$ cat src/source/dct_pkg.sv
// Widths, scalar types, cosine weight table, output slice range and weight function
package dct_pkg;

    // Row geometry
    localparam int n_points = 16;

    // Input samples are unsigned bytes
    localparam int sample_w = 8;

    // Output coefficients are signed
    localparam int coef_w = 11;

    // Stage-1 sums reach 510 and differences reach -255, both signed
    localparam int bf1_w = sample_w + 2;

    // Full-precision sum, worst case 16 * 255 * 45 in magnitude
    localparam int acc_w = 20;

    // Kept bits of a full sum: exact sum >> 6, wrapped to coef_w bits
    localparam int trunc_lsb = 6;
    localparam int trunc_msb = 16;

    // Cosine weights, entry m ~ 45.25 * cos(m * pi / 32)
    // Entry 0 is the DC weight, entry 16 is the zero crossing
    localparam int cos_tab [0:16] = '{
        32, 45, 44, 43, 42, 40, 38, 35,
        32, 29, 25, 21, 17, 13,  9,  4,
        0
    };

    // Scalar payload types
    typedef logic        [sample_w-1:0] sample_t;
    typedef logic signed [bf1_w-1:0]    bf1_t;
    typedef logic signed [acc_w-1:0]    acc_t;
    typedef logic signed [coef_w-1:0]   coef_t;

    // Signed weight of sample n in output k
    // m = (2n+1)k mod 64, angle in units of pi/32
    // m > 32 folds to 64-m, cosine is even so the sign stays
    // m > 16 folds to 32-m with the sign negated
    // k = 0 always lands on m = 0, the DC weight of 32
    // Output k is bits 16..6 of sum over n of x[n] * weight
    function automatic int cos_weight(input int k, input int n);
        int m;
        int sgn;
        m   = ((2 * n + 1) * k) % (4 * n_points);
        sgn = 1;
        if (m > 2 * n_points) begin
            m = 4 * n_points - m;
        end
        if (m > n_points) begin
            m   = 2 * n_points - m;
            sgn = -sgn;
        end
        return sgn * cos_tab[m];
    endfunction

endpackage
$ cat src/source/dct_out_pack.sv
// Interleave even and odd sums, keep bits 16..6, register the packed row on en_s3
`timescale 1ns/1ps

module dct_out_pack (
    input  logic                                    clk,
    input  logic                                    rst_n,
    input  logic                                    en_s3,
    input  dct_pkg::acc_t [dct_pkg::n_points/2-1:0] even_acc,
    input  dct_pkg::acc_t [dct_pkg::n_points/2-1:0] odd_acc,
    output dct_pkg::coef_t [dct_pkg::n_points-1:0]  x_k_out
);

    // Truncated row, same field order as x_k_out
    dct_pkg::coef_t [dct_pkg::n_points-1:0] pack_d;

    // X[k] lands in field n_points-1-k, X[0] on top
    always_comb begin : interleave
        dct_pkg::acc_t sel;
        for (int k = 0; k < dct_pkg::n_points; k++) begin
            if (k % 2 == 0) begin
                sel = even_acc[k/2];
            end else begin
                sel = odd_acc[k/2];
            end
            // Drop 6 fraction bits, upper bits wrap away
            pack_d[dct_pkg::n_points-1-k] = sel[dct_pkg::trunc_msb:dct_pkg::trunc_lsb];
        end
    end

    // Output register holds the last row between strobes
    always_ff @(posedge clk) begin
        if (!rst_n) begin
            x_k_out <= '0;
        end else if (en_s3) begin
            x_k_out <= pack_d;
        end
    end

endmodule

$ cat config.mk
export PLATFORM = sky130hd
export DESIGN_NAME = dct_out_pack
export DESIGN_NICKNAME = d
export VERILOG_FILES = /design/src/source/dct_pkg.sv /design/src/source/dct_out_pack.sv
export SDC_FILE = /design/constraint.sdc
export NUM_CORES = 1
export LEC_CHECK = 0
export BUFFER_PORTS_ARGS = -buffer_cell sky130_fd_sc_hd__buf_4
export CAP_MARGIN = 20
export CORE_AREA = 4 4 192 194
export DETAILED_ROUTE_END_ITERATION = 8
export DIE_AREA = 0 0 196 198
export SLEW_MARGIN = 30
export SYNTH_ARGS = -nofsm -noshare
export SYNTH_HDL_FRONTEND = slang
export SYNTH_SLANG_ARGS = --single-unit
export TNS_END_PERCENT = 100
$ cat constraint.sdc
create_clock -name clk -period 0.86 [get_ports clk]
set_input_delay 0.043 -clock clk [delete_from_list [all_inputs] [get_ports clk]]
set_output_delay 0.043 -clock clk [all_outputs]
set_load 0.01 [all_outputs]
* Yosys cells after proc, flatten, opt, wreduce, memory -nomap -nowiden
Cells that the tools add are included.
** Word-level totals
- Register bits :: 176
- Output and inout port bits :: 176
- Logic and storage cells :: 16

* Depth between registers and ports, before layout
- Depth after elaboration :: 0
- Depth in mapped cells :: 5
- Mapped depth without buffers :: 2

* Worst setup path after synthesis
OpenSTA, ideal clock, no wires.
- Path kind :: input-to-reg
- Start point :: input port en_s3
- End point :: register x_k_out[0] (netlist name)
- Setup time :: 0.116 ns
- Arrival time :: 0.696 ns
- Slack :: 0.048 ns
- Stages on the path :: 5
- Buffers on the path :: 3
- Cells stage by stage :: buf_4 buf_8 buf_8 mux2i_1 nor2b_1
** RTL lines
- start, declared :: line dct_out_pack.sv:7 : input logic en_s3,
- end signal, assigned :: line dct_out_pack.sv:35 : x_k_out <= pack_d;
- end, declared :: line dct_out_pack.sv:10 : output dct_pkg::coef_t [dct_pkg::n_points-1:0] x_k_out

* Final worst setup path
- Start point :: register x_k_out[162] (netlist name)
- End point :: output port x_k_out[162] (netlist name)
No word-level cell between the ends.

==> results.toml <==
[sta]
hold_ws_ns = 0.0769
hold_viol = 0
fmax_mhz = 1030
fin_ws_ns = -0.107
max_slew.worst_pin.slew_ns = 0.256
layout_min_cycle_time_ns = 0.967
grt_setup_unrepaired = "true"
finalSetupViolCount = 176
clock_skew_ns = 0
slew_headroom_pct = 82.9
report.final.slew_viol_count = 0
fin_crit_sh_pct = 112

[global_route]
grt_max_degree = 67
grt_pass1_wl_mm = 35.8
overflow = 0
antenna_found_initial = 0
grt_pass1_vias = 6771
grt_usage_pct = 11.7

[worst_hold_path]
hold_end = "x_k_out[47]"
min-delay-start = "rst_n"
min_path_cells = 3
min_path_type = "in2reg"

[yosys]
yosys_warnings = 0
synth-async-reset-ratio_pct = 0
netlist_area_sq_um = 6740
yosys-top-cells-count = "176 x dfxtp_1, 176 x mux2i_1, 176 x nor2b_1"
synth-seq-cells = 176
synth_top_cell_by_area = "dfxtp_1"
synth_cell_types = 9
netlist_top_cells_area = "dfxtp_1 52%, mux2i_1 26%, nor2b_1 16%"
netlist_instances = 567
synth_top_area_share_pct = 52.3
postSynthNetCount = 890
seq_area_frac_synth_pct = 52.3
synth_edf_count = 0
yosys_most_used_dff = "dfxtp_1"
synth.avg_cell_area_sq_um = 11.9

[die]
core-area_sq_um = 35200
dieArea_sq_um = 38800
die_h_um = 198
die_x_um = 196
initial_core_util_pct = 19.1
fp-row-count = 69
pin_count = 499

[layout]
post-route-util_pct = 38.3
fillCellCount = 3307
largest_reg_flops = 176
reg_top3 = "x_k_out: 176 flops"
layout.cells.non_filler = 1612
num_antenna_cells = 0
syn_to_final_growth_pct = 100
drive_gt1_share_pct = 54.0
fin_nets = 1462
regMostFlops = "x_k_out"

[cts]
clk_pin_slew_ns = 0.07
worstSkewPairLatency_ns = 0.44
tritoncts = "done"
h-tree-depth = 4
cts_root_buffer = "clkbuf_16"
clock-sinks = 176
cts.path.max_buffers = 2
cts_buffers = 17

[status]
violations = "negative setup slack"
status = "finished, violations left"

[detailed_routing]
ant_nets = 0
drc_errors = 0
routed_wl_mm = 23.5
drtIter0Drc = 79
num_vias = 6159
drt-pass1-iter-count = 4
wl_per_cell_um = 14.6
via_per_inst = 3.82

[worst_setup_path]
reg2regPathDepth = 4
path_delay_family = "flip-flops"
critPathArrivalTime_ns = 0.92
r2r_start = "x_k_out[68]"
ff2ff_setup_slack_ns = 0.02
endpoint_kind = "primary output"
worstSetupPathType = "reg2out"
cp_num_buf_inv = 1
startpoint_type = "flip-flop"
cp.required_ns = 0.82
reg2reg_to = "x_k_out[68]"
crit_fanout = 2
slowest_delay_ns = 0.36
slowest_stage = "dfxtp_4"
cp_cell_sequence = "buf_6"

[flow_run]
cap_violations = 0

[placement]
portBuffers = 354
dp_slack_ns = -0.0539
dp.cells = 1385
gp_congestion = 0.785
dp_hpwl_mm = 15.4

[power_and_ir_drop]
powerDensity_nw_per_um2 = 1570
ir_drop_mv = 1.35
power_mw = 21.1
power.leakage_nw = 6.16
## where the power goes
group	switching, mW	total [mW]	internal (mW)	leakage (nW)
clock	3.34	7.85	4.51	0.276
combinational	1.45	4.17	2.73	4.37
sequential	0.374	9.10	8.73	1.52
total	5.16	21.1	16.0	6.16
## per-layer routing
metal / share of wire [%] / up-vias / track usage (%)
li1: - / 3008 / -
met1: 38 / 2851 / 12.0
met2: 49 / 273 / 20.5
met3: 10 / 27 / 5.92
met4: 2.2 / 0 / 4.14
met5: 0 / - / 0
## metrics by stage
stage               TNS, ns  area [sq um]
floorplan                 0          6740
global placement      -1.22         10100
detailed placement    -2.45         10100
CTS                  -18.74         13300
global route         -20.23         13500
finish               -10.68         13500
## kinds of logic after synthesis
group                  share of synthesized area, %
DFF                                            52.3
buffers and inverters                          5.18
and+or+nand+nor                                16.3
muxes                                          26.2
## worst register-to-register path, stage by stage (launching register included)
cell	delay (ns)
dfxtp_2	0.33
buf_6	0.11
buf_6	0.10
mux2i_1	0.13
nor2b_1	0.06
## worst max-delay path by stage
stage | startpoint | endpoint | slack, ns | cells after the start
2_1_floorplan | en_s3 | x_k_out[0] | 0.05 | 5
3_3_place_gp | en_s3 | x_k_out[99] | -0.03 | 5
3_5_place_dp | en_s3 | x_k_out[88] | -0.05 | 5
4_1_cts | x_k_out[37] | x_k_out[37] | -0.15 | 1
5_1_grt | x_k_out[37] | x_k_out[37] | -0.16 | 1
6_report | x_k_out[162] | x_k_out[162] | -0.11 | 1
## cell usage in the layout, fill, tap and decap left out
| cell | Yosys | routed |
|---|---|---|
| nor2b_1 | 176 | 176 |
| dlygate4sd3_1 | 0 | 176 |
| clkbuf_16 | 0 | 17 |
| mux2i_2 | 0 | 1 |
| inv_6 | 0 | 1 |
| mux2i_1 | 176 | 175 |
| clkinv_2 | 0 | 1 |
| clkbuf_8 | 0 | 3 |
| dfxtp_2 | 0 | 168 |
| buf_8 | 15 | 1 |
| bufinv_16 | 0 | 2 |
| buf_6 | 0 | 178 |
| clkinvlp_4 | 0 | 3 |
| buf_4 | 4 | 227 |
| clkinv_4 | 0 | 1 |
| buf_12 | 1 | 10 |
| dfxtp_4 | 0 | 8 |
| clkbuf_1 | 17 | 3 |
## what timing repair did
action	CTS	global route
setup endpoints to repair	176	176
hold endpoints to repair	176	0
buffers inserted	4	16
gates cloned	0	0
hold buffers	176	0
gates resized for setup	359	4
## layout make-up
class | count | area [sq um] | area share (%)
repair buffers | 592 | 5690 | 42.2
flip-flops and latches | 176 | 3760 | 27.9
multi-input cells | 352 | 2870 | 21.3
well taps | 461 | 577 | 4.28
clock buffers | 23 | 478 | 3.55
clock inverters | 8 | 105 | 0.780
(Power assumes the default switching activity.)
