## config.mk

```make
export PLATFORM = sky130hd
export DESIGN_NAME = dct_butterfly
export DESIGN_NICKNAME = d
export VERILOG_FILES = /design/src/source/dct_pkg.sv /design/src/source/dct_butterfly.sv
export SDC_FILE = /design/constraint.sdc
export NUM_CORES = 1
export LEC_CHECK = 0
export BUFFER_PORTS_ARGS = -buffer_cell sky130_fd_sc_hd__buf_2
export CORE_MARGIN = 2
export CORE_UTILIZATION = 58
export DETAILED_ROUTE_END_ITERATION = 6
export GPL_ROUTABILITY_DRIVEN = 1
export PLACE_DENSITY = 0.95
export SYNTH_ARGS = -nofsm -noshare
export SYNTH_HDL_FRONTEND = slang
export SYNTH_SLANG_ARGS = --single-unit
```

## constraint.sdc

```tcl
create_clock -name clk -period 3.07 [get_ports clk]
set_clock_uncertainty 0.05 [all_clocks]
set_input_delay 0.1535 -clock clk [delete_from_list [all_inputs] [get_ports clk]]
set_output_delay 0.1535 -clock clk [all_outputs]
set_load 0.01 [all_outputs]
```

## src/source/dct_pkg.sv

```systemverilog
// Widths, scalar types, cosine weight table, output slice range and weight function
package dct_pkg;

    // Row geometry
    localparam int n_points = 16;

    // Input samples are unsigned bytes
    localparam int sample_w = 8;

    // Output coefficients are signed
    localparam int coef_w = 11;

    // Stage-1 sums reach 510 and differences reach -255, both signed
    localparam int bf1_w = sample_w + 2;

    // Full-precision sum, worst case 16 * 255 * 45 in magnitude
    localparam int acc_w = 20;

    // Kept bits of a full sum: exact sum >> 6, wrapped to coef_w bits
    localparam int trunc_lsb = 6;
    localparam int trunc_msb = 16;

    // Cosine weights, entry m ~ 45.25 * cos(m * pi / 32)
    // Entry 0 is the DC weight, entry 16 is the zero crossing
    localparam int cos_tab [0:16] = '{
        32, 45, 44, 43, 42, 40, 38, 35,
        32, 29, 25, 21, 17, 13,  9,  4,
        0
    };

    // Scalar payload types
    typedef logic        [sample_w-1:0] sample_t;
    typedef logic signed [bf1_w-1:0]    bf1_t;
    typedef logic signed [acc_w-1:0]    acc_t;
    typedef logic signed [coef_w-1:0]   coef_t;

    // Signed weight of sample n in output k
    // m = (2n+1)k mod 64, angle in units of pi/32
    // m > 32 folds to 64-m, cosine is even so the sign stays
    // m > 16 folds to 32-m with the sign negated
    // k = 0 always lands on m = 0, the DC weight of 32
    // Output k is bits 16..6 of sum over n of x[n] * weight
    function automatic int cos_weight(input int k, input int n);
        int m;
        int sgn;
        m   = ((2 * n + 1) * k) % (4 * n_points);
        sgn = 1;
        if (m > 2 * n_points) begin
            m = 4 * n_points - m;
        end
        if (m > n_points) begin
            m   = 2 * n_points - m;
            sgn = -sgn;
        end
        return sgn * cos_tab[m];
    endfunction

endpackage
```

## src/source/dct_butterfly.sv

```systemverilog
// First butterfly stage: mirrored pair sums and differences, registered on en_s1
`timescale 1ns/1ps

module dct_butterfly (
    input  logic                                     clk,
    input  logic                                     rst_n,
    input  logic                                     en_s1,
    input  dct_pkg::sample_t [dct_pkg::n_points-1:0] x_n_in,
    output dct_pkg::bf1_t  [dct_pkg::n_points/2-1:0] bf_sum,
    output dct_pkg::bf1_t  [dct_pkg::n_points/2-1:0] bf_diff
);

    // Combinational pair results
    dct_pkg::bf1_t sum_d  [dct_pkg::n_points/2];
    dct_pkg::bf1_t diff_d [dct_pkg::n_points/2];

    // Sample i sits in field n_points-1-i, sample 0 in the top byte
    // So the mirror sample 15-i sits in field i
    always_comb begin
        for (int i = 0; i < dct_pkg::n_points / 2; i++) begin
            // Zero extension before the signed add
            sum_d[i]  = dct_pkg::bf1_t'(x_n_in[dct_pkg::n_points-1-i])
                      + dct_pkg::bf1_t'(x_n_in[i]);
            diff_d[i] = dct_pkg::bf1_t'(x_n_in[dct_pkg::n_points-1-i])
                      - dct_pkg::bf1_t'(x_n_in[i]);
        end
    end

    // Stage 1 register
    always_ff @(posedge clk) begin
        if (!rst_n) begin
            bf_sum  <= '0;
            bf_diff <= '0;
        end else if (en_s1) begin
            for (int i = 0; i < dct_pkg::n_points / 2; i++) begin
                bf_sum[i]  <= sum_d[i];
                bf_diff[i] <= diff_d[i];
            end
        end
    end

endmodule

```

---- Word level (Yosys, flattened, before mapping) ----
Cells that the tools add are included.
cells by class
  $add $sub $neg .......................... 16
operators by type and width
  kind                       number
  adder 8 x 8 -> 9 bit       8
  subtractor 8 x 8 -> 9 bit  8
word-level totals
  bits of input ports ..................... 131
  output and inout port bits .............. 160
  word-level logic and storage cells ...... 32
  bits in registers ....................... 160

---- Depth between registers and ports, before layout ----
  word-level depth ........................ 1
  depth in mapped cells ................... 8
  mapped depth without buffers ............ 8

---- Least setup slack after synthesis ----
OpenSTA, ideal clock, no wires.
  kind .................................... input -> register
  start point ............................. in x_n_in[80] (netlist name)
  end point ............................... reg bf_diff[56] (netlist name)
  required time ........................... 2898 ps
  data arrival time ....................... 1665 ps
  path buffers ............................ 0
  setup time .............................. 122 ps
  cell stages on the path ................. 8
  path slack .............................. 1233 ps
  cell sequence ........................... inv_1 > ha_1 > fa_1 > and2b_1 > o21ai_0 > a211oi_2 > mux2i_1 > a311o_1
on the way
  cells in the longest elaborated chain, start to end .. 1
RTL lines
  item                             RTL line             RTL
  from (decl)                      dct_butterfly.sv:8   input dct_pkg::sample_t [dct_pkg::n_points-1:0] x_n_in,
  subtractor 8 x 8 -> 9 bit        dct_butterfly.sv:25  - dct_pkg::bf1_t'(x_n_in[i]);
  to (signal, indexed assignment)  dct_butterfly.sv:37  bf_diff[i] <= diff_d[i];
  to (decl)                        dct_butterfly.sv:10  output dct_pkg::bf1_t [dct_pkg::n_points/2-1:0] bf_diff
No other way between the ends.
A chain may end at the register's enable or synchronous reset.

---- Worst setup path after layout ----
  start point ............................. in x_n_in[48] (netlist name)
  end point ............................... reg bf_sum[66] (netlist name)
on the way
  cells in the longest elaborated chain, start to end .. 1
RTL lines
  item                             RTL line             RTL
  adder 8 x 8 -> 9 bit             dct_butterfly.sv:23  + dct_pkg::bf1_t'(x_n_in[i]);
  to (signal, indexed assignment)  dct_butterfly.sv:36  bf_sum[i] <= sum_d[i];
  to (decl)                        dct_butterfly.sv:9   output dct_pkg::bf1_t [dct_pkg::n_points/2-1:0] bf_sum,
No other way between the ends.

==> summary.md <==
| Metric | Value |
|---|---|
| Worst r2r src | `bf_diff[76]$_SDFFE_PN0P_` |
| Area grow syn2layout | `19.8%` |
| Register area share after synthesis | `a little over a quarter` |
| Reg2reg end | `bf_diff[76]$_SDFFE_PN0P_` |
| Worst-Margin Slew | `0.885 ns` |
| WS Path Type | `in2reg` |
| CP endpoint kind | `flop` |
| Synth area leaders | `dfxtp_1 (27%), ha_1 (16%), nor2_1 (5.0%), o21ai_0 (4.3%), inv_1 (3.7%)` |
| Synthesis-stage register bit count | `136` |
| Crit path time final | `2.32 ns` |
| Post-synth EDFFs | `0` |
| Total wire length | `28500 um` |
| Worst-path clk slew | `0.06 ns` |
| Vias in the first global route | `9506` |
| Status | `finished, final reports clean` |
| Peak supply drop | `385 uV` |
| Synth cell types | `55` |
| Max Fanout on Critical Path | `3` |
| Root Driver | `clkbuf_16` |
| HPWL after DPL | `20700 um` |
| Via density per instance | `between 5 and 6` |
| N_diodes | `0` |
| Slew margin rel. | `between 40 and 50%` |
| F_max | `430 MHz` |
| Yosys Warn Count | `0` |
| Antenna viol nets, final | `0` |
| Yosys top cell by area | `dfxtp_1` |
| Top cell type's share of synthesized area | `between 20% and 30%` |
| Async SR Flop Fraction | `0%` |
| Worst setup margin | `0.747 ns` |
| Tot GR Track Use | `29.7%` |
| Pwr dens | `about 480 nW/um^2` |
| CP endpoint | `bf_sum[66]$_SDFFE_PN0P_` |
| CTS tree | `yes` |
| First-pass GRT wire length | `between 40000 and 50000 um` |
| Synth Cell Area | `10100 sq um` |
| Area of the core | `17200 sq um` |
| Clock buffer depth | `2` |
| Register-to-register setup slack | `1.90 ns` |
| RSZ-0062 raised after global routing | `false` |
| Place WS | `0.926 ns` |
| Clock Sinks | `136` |
| Synth Area per Inst | `8.28 sq um` |
| Antenna violations before repair | `0` |
| Hold Vio Cnt, Final | `0` |
| Max-Cap Viols | `0` |
| Crit path from | `x_n_in[48]` |
| Final setup viols | `0` |
| Initial Utilization | `59.0%` |
| Post-CTS setup buffers | `0` |
| Total number of vias | `9965` |
| H-tree depth | `4` |
| Boundary pin count | `between 200 and 300` |
| Die span in y | `136 um` |
| R2R depth | `3` |
| Num rows | `48` |
| Drt wl/cell | `roughly 17 um` |
| Num CTS Buffers | `17` |
| Share of cells above drive strength 1 | `23.3%` |
| Full die area | `18600 sq um` |
| GR Overflow Total | `0` |
| Nets@finish | `between 1500 and 2000` |
| Main synth FF type | `dfxtp_1` |
| Width of the die | `136 um` |
| Final Util | `70.7%` |
| Clock Latency Late Sink | `0.42 ns` |
| Drt pass-1 iters | `5` |
| Residual DRC count | `0` |
| Crit path arrival time | `2.59 ns` |
| Critical Path RT | `3.33 ns` |
| PortBufs | `282` |
| HP Class | `in2reg` |
| DRT iter0 DRCs | `699` |
| Slew Limit Fails | `0` |
| CP Launch Type | `input pin` |
| Routability cong. | `0.901` |
| Final Cycle Share | `approximately three quarters` |
| Cells after Synth | `1225` |
| LEAKAGE | `~5.9 nW` |
| Post-route setup TNS | `0 ns` |
| Maximum number of pins on one net before global-route repair | `between 150 and 200` |
[synthesized netlist by cell type, types with 6 or more instances]
library cell / number
dfxtp_1: 136
nor2_1: 135
ha_1: 128
inv_1: 101
o21ai_0: 88
a21oi_1: 70
nor2b_1: 45
nand2b_1: 39
a211oi_1: 36
nor3_1: 34
clkbuf_1: 31
xnor2_1: 29
nand3_1: 27
buf_4: 25
mux2i_1: 24
nand2_1: 24
buf_1: 17
or3_1: 17
xor2_1: 17
a31oi_1: 16
fa_1: 16
buf_2: 15
a311oi_1: 12
o211ai_1: 10
o21bai_1: 10
a311o_1: 8
o2111a_1: 8
o21a_1: 8
a21o_1: 6
a31o_2: 6
nand4b_1: 6
nor4_1: 6
o311ai_2: 6
o41ai_1: 6
[repair_timing]
item                      in CTS  in global routing
hold endpoints to repair       4                  0
resized for setup              0                  0
hold buffers                   4                  0
[state kept, by name, indices dropped and copies added (netlist names)]
| register | count |
|---|---|
| bf_diff | 69 |
| bf_sum | 67 |
[cell type report]
cell class                      count  area [sq um]
Clock buffer                       20           457
Clock inverter                     12           141
Fill cell                        1257          5020
Inverter                          101           380
Multi-Input combinational cell    907          6620
Sequential cell                   136          2720
Tap cell                          225           282
Timing Repair Buffer              296          1550
[worst min-delay path by stage]
stage | startpoint | end | slack (ns) | cells past startpoint
5_1_grt | x_n_in[40] | bf_diff[50]$_SDFFE_PN0P_ | 0.03 | 3
3_3_place_gp | bf_diff[35]$_SDFFE_PN0P_ | bf_diff[35]$_SDFFE_PN0P_ | 0.41 | 2
3_5_place_dp | bf_diff[51]$_SDFFE_PN0P_ | bf_diff[51]$_SDFFE_PN0P_ | 0.42 | 2
6_report | x_n_in[32] | bf_sum[40]$_SDFFE_PN0P_ | 0.01 | 3
4_1_cts | x_n_in[32] | bf_sum[40]$_SDFFE_PN0P_ | 0.001 | 3
2_1_floorplan | x_n_in[0] | bf_diff[0]$_SDFFE_PN0P_ | 0.32 | 2
[through the flow]
stage / instance area [sq um] / hold WS, ns / cells / total power [W]
3_3_place_gp: 11500 / 0.409 / 1661 / 0.00362
2_1_floorplan: 10200 / 0.317 / 1232 / 0.00315
4_1_cts: 12200 / 0.000963 / 1697 / 0.00580
6_report: 12200 / 0.0135 / 1697 / 0.00581
3_5_place_dp: 11500 / 0.415 / 1661 / 0.00369
5_1_grt: 12200 / 0.0305 / 1697 / 0.00607
[routing by layer]
layer | wire [um] | vias up | GRT usage [%]
li1 | - | 4752 | -
met1 | 11300 | 4643 | 33.8
met2 | 13900 | 483 | 52.4
met3 | 2290 | 87 | 7.16
met4 | 940 | 0 | 13.3
met5 | 0 | - | 0
[power breakdown]
group,internal [W],switching [W]
Clock,0.00125,0.000853
Combinational,0.000701,0.000963
Sequential,0.00194,0.0000985
Total,0.00389,0.00191
[cells by family after synthesis]
kind of cell | count (synthesis) | share of synthesized area (%)
AND/OR/NAND/NOR | 361 | 17.9
XOR/XNOR | 46 | 3.97
buffers and inverters | 189 | 8.11
flip-flops | 136 | 26.8
multiplexers | 24 | 2.37
AO/OA/AOI/OAI | 324 | 21.8
other | 1 | 0.0370
adder cells (fa/ha/maj) | 144 | 18.9
[worst max-delay path: stages]
cell and delay (ns):
dlygate4sd3_1 0.53, buf_2 0.13, ha_1 0.22, fa_1 0.38, nor2b_1 0.16, o21a_1 0.19
o21ai_0 0.32, a21boi_0 0.16, o311a_1 0.34
[layout by cell type (no fill, tap or decap), types with 12 or more instances in the layout]
cell	count
a211oi_1	36
a311oi_1	12
nor2b_1	45
xnor2_1	29
ha_1	128
a31oi_1	16
nor3_1	34
a21oi_1	70
nand3_1	27
buf_2	281
inv_1	99
clkbuf_16	17
nand2_1	24
fa_1	16
xor2_1	17
or3_1	17
mux2i_1	24
dfxtp_1	136
nand2b_1	39
nor2_1	135
o21ai_0	88
Note: power is estimated with default switching activity, not from simulation.
