## config.mk

```make
export PLATFORM = sky130hd
export DESIGN_NAME = dct_even
export DESIGN_NICKNAME = d
export VERILOG_FILES = /design/src/source/dct_pkg.sv /design/src/source/dct_even.sv
export SDC_FILE = /design/constraint.sdc
export NUM_CORES = 2
export LEC_CHECK = 0
export ABC_CLOCK_PERIOD_IN_PS = 10370
export BUFFER_PORTS_ARGS = -buffer_cell sky130_fd_sc_hd__clkbuf_2
export CORE_MARGIN = 4
export CORE_UTILIZATION = 40
export DETAILED_ROUTE_END_ITERATION = 10
export PLACE_DENSITY = 0.54
export RECOVER_POWER = 100
export SETUP_SLACK_MARGIN = 0.2
export SYNTH_ARGS = -nofsm -noshare
export SYNTH_HDL_FRONTEND = slang
export SYNTH_SLANG_ARGS = --single-unit
```

## constraint.sdc

```tcl
create_clock -name clk -period 10.37 [get_ports clk]
set_input_delay 0.5185 -clock clk [delete_from_list [all_inputs] [get_ports clk]]
set_output_delay 0.5185 -clock clk [all_outputs]
set_load 0.03 [all_outputs]
```

## src/source/dct_pkg.sv

```systemverilog
// Widths, scalar types, cosine weight table, output slice range and weight function
package dct_pkg;

    // Row geometry
    localparam int n_points = 16;

    // Input samples are unsigned bytes
    localparam int sample_w = 8;

    // Output coefficients are signed
    localparam int coef_w = 11;

    // Stage-1 sums reach 510 and differences reach -255, both signed
    localparam int bf1_w = sample_w + 2;

    // Full-precision sum, worst case 16 * 255 * 45 in magnitude
    localparam int acc_w = 20;

    // Kept bits of a full sum: exact sum >> 6, wrapped to coef_w bits
    localparam int trunc_lsb = 6;
    localparam int trunc_msb = 16;

    // Cosine weights, entry m ~ 45.25 * cos(m * pi / 32)
    // Entry 0 is the DC weight, entry 16 is the zero crossing
    localparam int cos_tab [0:16] = '{
        32, 45, 44, 43, 42, 40, 38, 35,
        32, 29, 25, 21, 17, 13,  9,  4,
        0
    };

    // Scalar payload types
    typedef logic        [sample_w-1:0] sample_t;
    typedef logic signed [bf1_w-1:0]    bf1_t;
    typedef logic signed [acc_w-1:0]    acc_t;
    typedef logic signed [coef_w-1:0]   coef_t;

    // Signed weight of sample n in output k
    // m = (2n+1)k mod 64, angle in units of pi/32
    // m > 32 folds to 64-m, cosine is even so the sign stays
    // m > 16 folds to 32-m with the sign negated
    // k = 0 always lands on m = 0, the DC weight of 32
    // Output k is bits 16..6 of sum over n of x[n] * weight
    function automatic int cos_weight(input int k, input int n);
        int m;
        int sgn;
        m   = ((2 * n + 1) * k) % (4 * n_points);
        sgn = 1;
        if (m > 2 * n_points) begin
            m = 4 * n_points - m;
        end
        if (m > n_points) begin
            m   = 2 * n_points - m;
            sgn = -sgn;
        end
        return sgn * cos_tab[m];
    endfunction

endpackage
```

## src/source/dct_even.sv

```systemverilog
// Even coefficients: second and third butterflies plus rotations, registered on en_s2
`timescale 1ns/1ps

module dct_even (
    input  logic                                    clk,
    input  logic                                    rst_n,
    input  logic                                    en_s2,
    input  dct_pkg::bf1_t [dct_pkg::n_points/2-1:0] bf_sum,
    output dct_pkg::acc_t [dct_pkg::n_points/2-1:0] even_acc
);

    // Stage-1 sums as signed locals
    dct_pkg::bf1_t s [dct_pkg::n_points/2];

    // Second butterfly, one bit of growth
    logic signed [dct_pkg::bf1_w:0] ee [dct_pkg::n_points/4];
    logic signed [dct_pkg::bf1_w:0] eo [dct_pkg::n_points/4];

    // Third butterfly on the even-even half
    logic signed [dct_pkg::bf1_w+1:0] eee [dct_pkg::n_points/8];
    logic signed [dct_pkg::bf1_w+1:0] eeo [dct_pkg::n_points/8];

    // Full sums, entry j holds X[2j]
    dct_pkg::acc_t even_d [dct_pkg::n_points/2];

    // Butterfly network
    always_comb begin
        for (int i = 0; i < dct_pkg::n_points / 2; i++) begin
            s[i] = bf_sum[i];
        end
        // Pairs i and 7-i
        for (int i = 0; i < dct_pkg::n_points / 4; i++) begin
            ee[i] = s[i] + s[dct_pkg::n_points/2-1-i];
            eo[i] = s[i] - s[dct_pkg::n_points/2-1-i];
        end
        // Pairs i and 3-i
        for (int i = 0; i < dct_pkg::n_points / 8; i++) begin
            eee[i] = ee[i] + ee[dct_pkg::n_points/4-1-i];
            eeo[i] = ee[i] - ee[dct_pkg::n_points/4-1-i];
        end
    end

    // Constant products, weight taken at sample index i of each reduced vector
    // k mod 8 = 0: X[0], X[8] from eee
    // k mod 8 = 4: X[4], X[12] from eeo
    // k mod 4 = 2: X[2], X[6], X[10], X[14] from eo, weights 44 38 25 9 for X[2]
    always_comb begin
        for (int j = 0; j < dct_pkg::n_points / 2; j++) begin
            even_d[j] = '0;
            if ((2 * j) % 8 == 0) begin
                for (int i = 0; i < dct_pkg::n_points / 8; i++) begin
                    even_d[j] += dct_pkg::acc_t'(eee[i])
                               * dct_pkg::acc_t'(dct_pkg::cos_weight(2 * j, i));
                end
            end else if ((2 * j) % 8 == 4) begin
                for (int i = 0; i < dct_pkg::n_points / 8; i++) begin
                    even_d[j] += dct_pkg::acc_t'(eeo[i])
                               * dct_pkg::acc_t'(dct_pkg::cos_weight(2 * j, i));
                end
            end else begin
                // Four-point rotation
                for (int i = 0; i < dct_pkg::n_points / 4; i++) begin
                    even_d[j] += dct_pkg::acc_t'(eo[i])
                               * dct_pkg::acc_t'(dct_pkg::cos_weight(2 * j, i));
                end
            end
        end
    end

    // Stage 2 register, parallel with the odd part
    always_ff @(posedge clk) begin
        if (!rst_n) begin
            even_acc <= '0;
        end else if (en_s2) begin
            for (int j = 0; j < dct_pkg::n_points / 2; j++) begin
                even_acc[j] <= even_d[j];
            end
        end
    end

endmodule

```

After elaboration in Yosys (flattened, before gate mapping) --
Cells that the tools add are included.
Cells by class: add/subtract/negate cells 29, $mul 20
Operators by type and width (count):
- $mul 11x6->17 const B | 8
- $mul 11x5->16 const B | 8
- $mul 12x6->18 const B | 4
- $add 10x10->11 | 4
- $sub 10x10->11 | 4
- $add 19x18->20 | 2
- $add 20x20->20 | 2
- $add 18x18->19 | 2
- $add 11x11->12 | 2
- $sub 11x11->12 | 2
- $add 17x20->20 | 1
- $add 18x19->20 | 1
- $add 19x17->20 | 1
- $add 20x16->20 | 1
- $add 20x17->20 | 1
- $add 20x18->20 | 1
- $add 17x18->19 | 1
- $add 18x16->19 | 1
- $add 16x17->18 | 1
- $add 17x17->18 | 1
- $neg 12->15 | 1
Storage, ports and cells: flip-flop bits (word level) 160, bits of input ports 83, logic and storage cells 57

Longest topological paths before layout --
depth in word-level cells 5, mapped depth 43

Worst setup path before layout --
No wires, ideal clock.
path kind input port to flip-flop, start in bf_sum[0] (netlist name), end reg even_acc[78] (netlist name), arrival time 8.925 ns, required time 10.242 ns, path slack 1.317 ns, cell stages on the path 40, cells stage by stage inv_1 ha_1 inv_1 fa_1 a21o_1 a21oi_1 nor2_1 o21a_1 nor2_1 xnor2_1 ha_1 ha_1 inv_1 fa_1 inv_1 ha_1 inv_1 o21bai_1 [4 not listed] fa_1 fa_1 ha_1 ha_1 or2_2 a31oi_1 xnor2_1 fa_1 ha_1 a21o_1 a21o_1 a21o_1 a2bb2oi_1 o211ai_1 a31oi_1 xnor2_1 mux2i_1 nor2_1
On the way: word-level cells in the longest chain between the ends 5
RTL lines:
- start: declaration | line dct_even.sv:8 | input dct_pkg::bf1_t [dct_pkg::n_points/2-1:0] bf_sum,
- $sub 10x10->11 | line dct_even.sv:34 | eo[i] = s[i] - s[dct_pkg::n_points/2-1-i];
- $mul 11x6->17 | line dct_even.sv:64 | * dct_pkg::acc_t'(dct_pkg::cos_weight(2 * j, i));
- $add 18x16->19 | line dct_even.sv:63 | even_d[j] += dct_pkg::acc_t'(eo[i])
- $add 19x18->20 | line dct_even.sv:63
- $add 20x17->20 | line dct_even.sv:63
- end signal: indexed assignment | line dct_even.sv:76 | even_acc[j] <= even_d[j];
- end: declaration | line dct_even.sv:9 | output dct_pkg::acc_t [dct_pkg::n_points/2-1:0] even_acc
No other way between the ends. A chain may end at the register's enable or synchronous reset.

Worst setup path in the final report --
Same ends and word-level chain as after synthesis.

==> impl_results.md <==
- Outcome: finished, violations left
- Failing checks: capacitance limit, slew limit
- Buf+Inv Stages, Crit Path: 8
- Top delay family on crit path: adder cells
- Die area: 101000 µm²
- Hold buffer count at cts: 0
- Nets: 6006
- Setup_tns: 0 ns
- DRT antenna net count: 0
- Layout cells sized above 1: approximately 5.6%
- Slew @ Worst Pin: roughly 2.7 ns
- Period utilization: 91.7%
- Critical Path Max Stage Delay: 0.54 ns
- Synthesis-stage register bit count: 147
- DRT Pass-1 Iters: 5
- Chip width: ~320 µm
- Part of the Yosys area used for sequential elements: roughly 7.7%
- Worst min path class: register to register
- Cell Rows: 113
- Main synth FF type: dfxtp_1
- CP Launch Type: primary input
- Clock transition at the registers of the reported paths: 0.08 ns
- Slew HR: -81.4%
- Post-CTS sizing: 0
- CTS H-Tree Depth: 4
- Regs by FF count: even_acc x147
- Synth warn: 0
- CP endpoint kind: register
- Largest net degree at the start of global routing: 57
- # DRC: 0
- Vias in the first global route: roughly 31k
- WP data arrival: ~10 ns
- DR vias/cell: between 5 and 6
- Final hold vios: 0
- First-pass GRT wire length: between 150000 and 200000 µm
- Largest Register: even_acc
- Via count: approximately 31k
- Gate Count Post-Synth: about 4.4k
- Clock Latency Late Sink: 0.51 ns
- Area growth from synthesis to layout: 8.98%
- Initial antenna violation count: 9
- Grt total ovfl: 0
- Core area: around 95000 µm²
- TritonCTS Buffers: 17
- DR WL/cell: about 20 µm
- Crit-path max FO: 9
- Setup violators final: 0
- Post-synth ARST share: 0%
- GRT Util Overall: between 20% and 30%
- Max reg flops: 147
- Fillers: 9735
- F_max: about 110 MHz
- Post-CTS setup buffer count: 0
- HPWL Detailed: between 100000 and 150000 µm
- Clock Tree Root: clkbuf_16
- Final core area utilization: between 40% and 50%
- Clk buf depth: 2
- DIE HEIGHT: approximately 320 µm
- Post-synth EDFFs: 0
- Slew Limit Fails: ~140
- Routed wire length: 122000 µm
- Clk sink count: roughly 150
- Routability cong.: roughly 0.94
- Starting Density: between 40% and 50%
- Iter 0 DRT Violations: about 1.8k
- I/O pin count: 243
- Post-synthesis cell type count: 92
- RSZ-0062 raised after global routing: no
- Synthesized area per cell: about 8.7 µm²
- Tmin final: roughly 9.5 ns
- Max_cap viols: 4
- Crit Path Class: primary input to register
- CP Data Required Time: about 11 ns
- Netlist Area Pre-Place: between 30000 and 40000 µm²
- Critical-path top delay cell: fa_1
- Buffers on Ports: 232
- CP dominant cell by count: ha_1
- Final Skew: 0 ns
- CTS tree: done
-- layer usage --
layer	vias to the layer above	GRT usage, %	wire, µm	share of wire [%]
li1	15300	-	-	-
met1	14900	33.5	57900	47
met2	589	40.2	56300	46
met3	85	2.65	5190	4.2
met4	0	5.26	2740	2.2
met5	-	0	0	0
-- cell usage after synthesis, types with 6 or more instances --
master | n | area share, %
ha_1 | 876 | 29
inv_1 | 817 | 8.0
fa_1 | 364 | 19
nor2_1 | 332 | 3.2
xnor2_1 | 276 | 6.3
a21oi_1 | 230 | 3.0
dfxtp_1 | 147 | 7.7
nand2_1 | 142 | 1.4
o21ai_0 | 136 | 1.8
xor2_1 | 118 | 2.7
a21o_1 | 93 | 1.8
mux2i_1 | 91 | 2.4
nand3_1 | 82 | 1.1
nor3_1 | 81 | 1.1
nor2b_1 | 49 | 0.80
clkbuf_1 | 43 | 0.42
o21bai_1 | 41 | 0.80
nand2b_1 | 40 | 0.65
o21a_1 | 30 | 0.59
a211oi_1 | 29 | 0.57
a21boi_0 | 29 | 0.57
or3_1 | 29 | 0.47
a31oi_1 | 25 | 0.41
and3_1 | 24 | 0.39
or2_2 | 24 | 0.39
o211ai_1 | 17 | 0.33
o21ai_1 | 16 | 0.21
buf_1 | 15 | 0.15
buf_4 | 15 | 0.29
nand4_1 | 15 | 0.24
and2_1 | 11 | 0.18
o2111ai_1 | 11 | 0.25
a31o_2 | 10 | 0.23
a41oi_1 | 9 | 0.21
nand3b_1 | 8 | 0.16
mux2_2 | 7 | 0.21
nor4_1 | 7 | 0.11
o31a_1 | 6 | 0.14
o41ai_1 | 6 | 0.14
-- layout make-up --
type                    instances  area (µm²)  area share (%)
diodes                          2        5.00          0.0120
clock buffers                  17         425            1.02
clock inverters                15         204           0.488
inverters                     821        3080            7.37
multi-input cells            3384       32000            76.6
flip-flops and latches        147        2940            7.04
well taps                    1265        1580            3.79
repair buffers                312        1540            3.67
-- cells in the final DEF (no fill, tap or decap), drive strengths merged, types with 81 or more instances in the layout --
master  count
nand3      83
ha        876
o21ai     153
a21o       93
mux2i      91
a21oi     233
xor2      119
nor2      332
inv       830
fa        364
nor3       81
dfxtp     147
nand2     142
xnor2     280
clkbuf    259
-- final timing paths --
kind,from,end,slack (ns),depth (start not counted)
hold reg to reg,even_acc[105],even_acc[105],0.47,2
setup / recovery,bf_sum[0],even_acc[78],0.86,39
hold / removal,even_acc[105],even_acc[105],0.47,2
setup reg to reg,even_acc[89],even_acc[89],9.43,2
-- stage by stage --
stage	cell area, µm²	instances	worst slack [ns]	hold slack [ns]
after floorplan	38400	4430	1.32	0.570
after global placement	41400	5929	0.605	0.451
after detailed placement	41400	5929	0.479	0.455
after CTS	42100	5961	1.03	0.430
after global routing	41800	5963	0.279	0.453
final	41800	5963	0.864	0.468
-- worst reg2reg max path: stages (launching register included) --
cell	delay, ns
dfxtp_1	0.40
mux2_2	0.29
and2_1	0.15
-- cells by family after synthesis --
logic type	share of synthesized area [%]
other	0.00978
buffers and inverters	9.00
AOI/OAI and AO/OA	13.4
xor gates and xnor gates	9.21
adders and majority gates	47.6
and+or+nand+nor	10.6
DFF	7.67
muxes	2.62
Power is left out: the tool's default activity adds up to more than one toggle a clock period on the data nets, which glitch-free logic cannot reach.
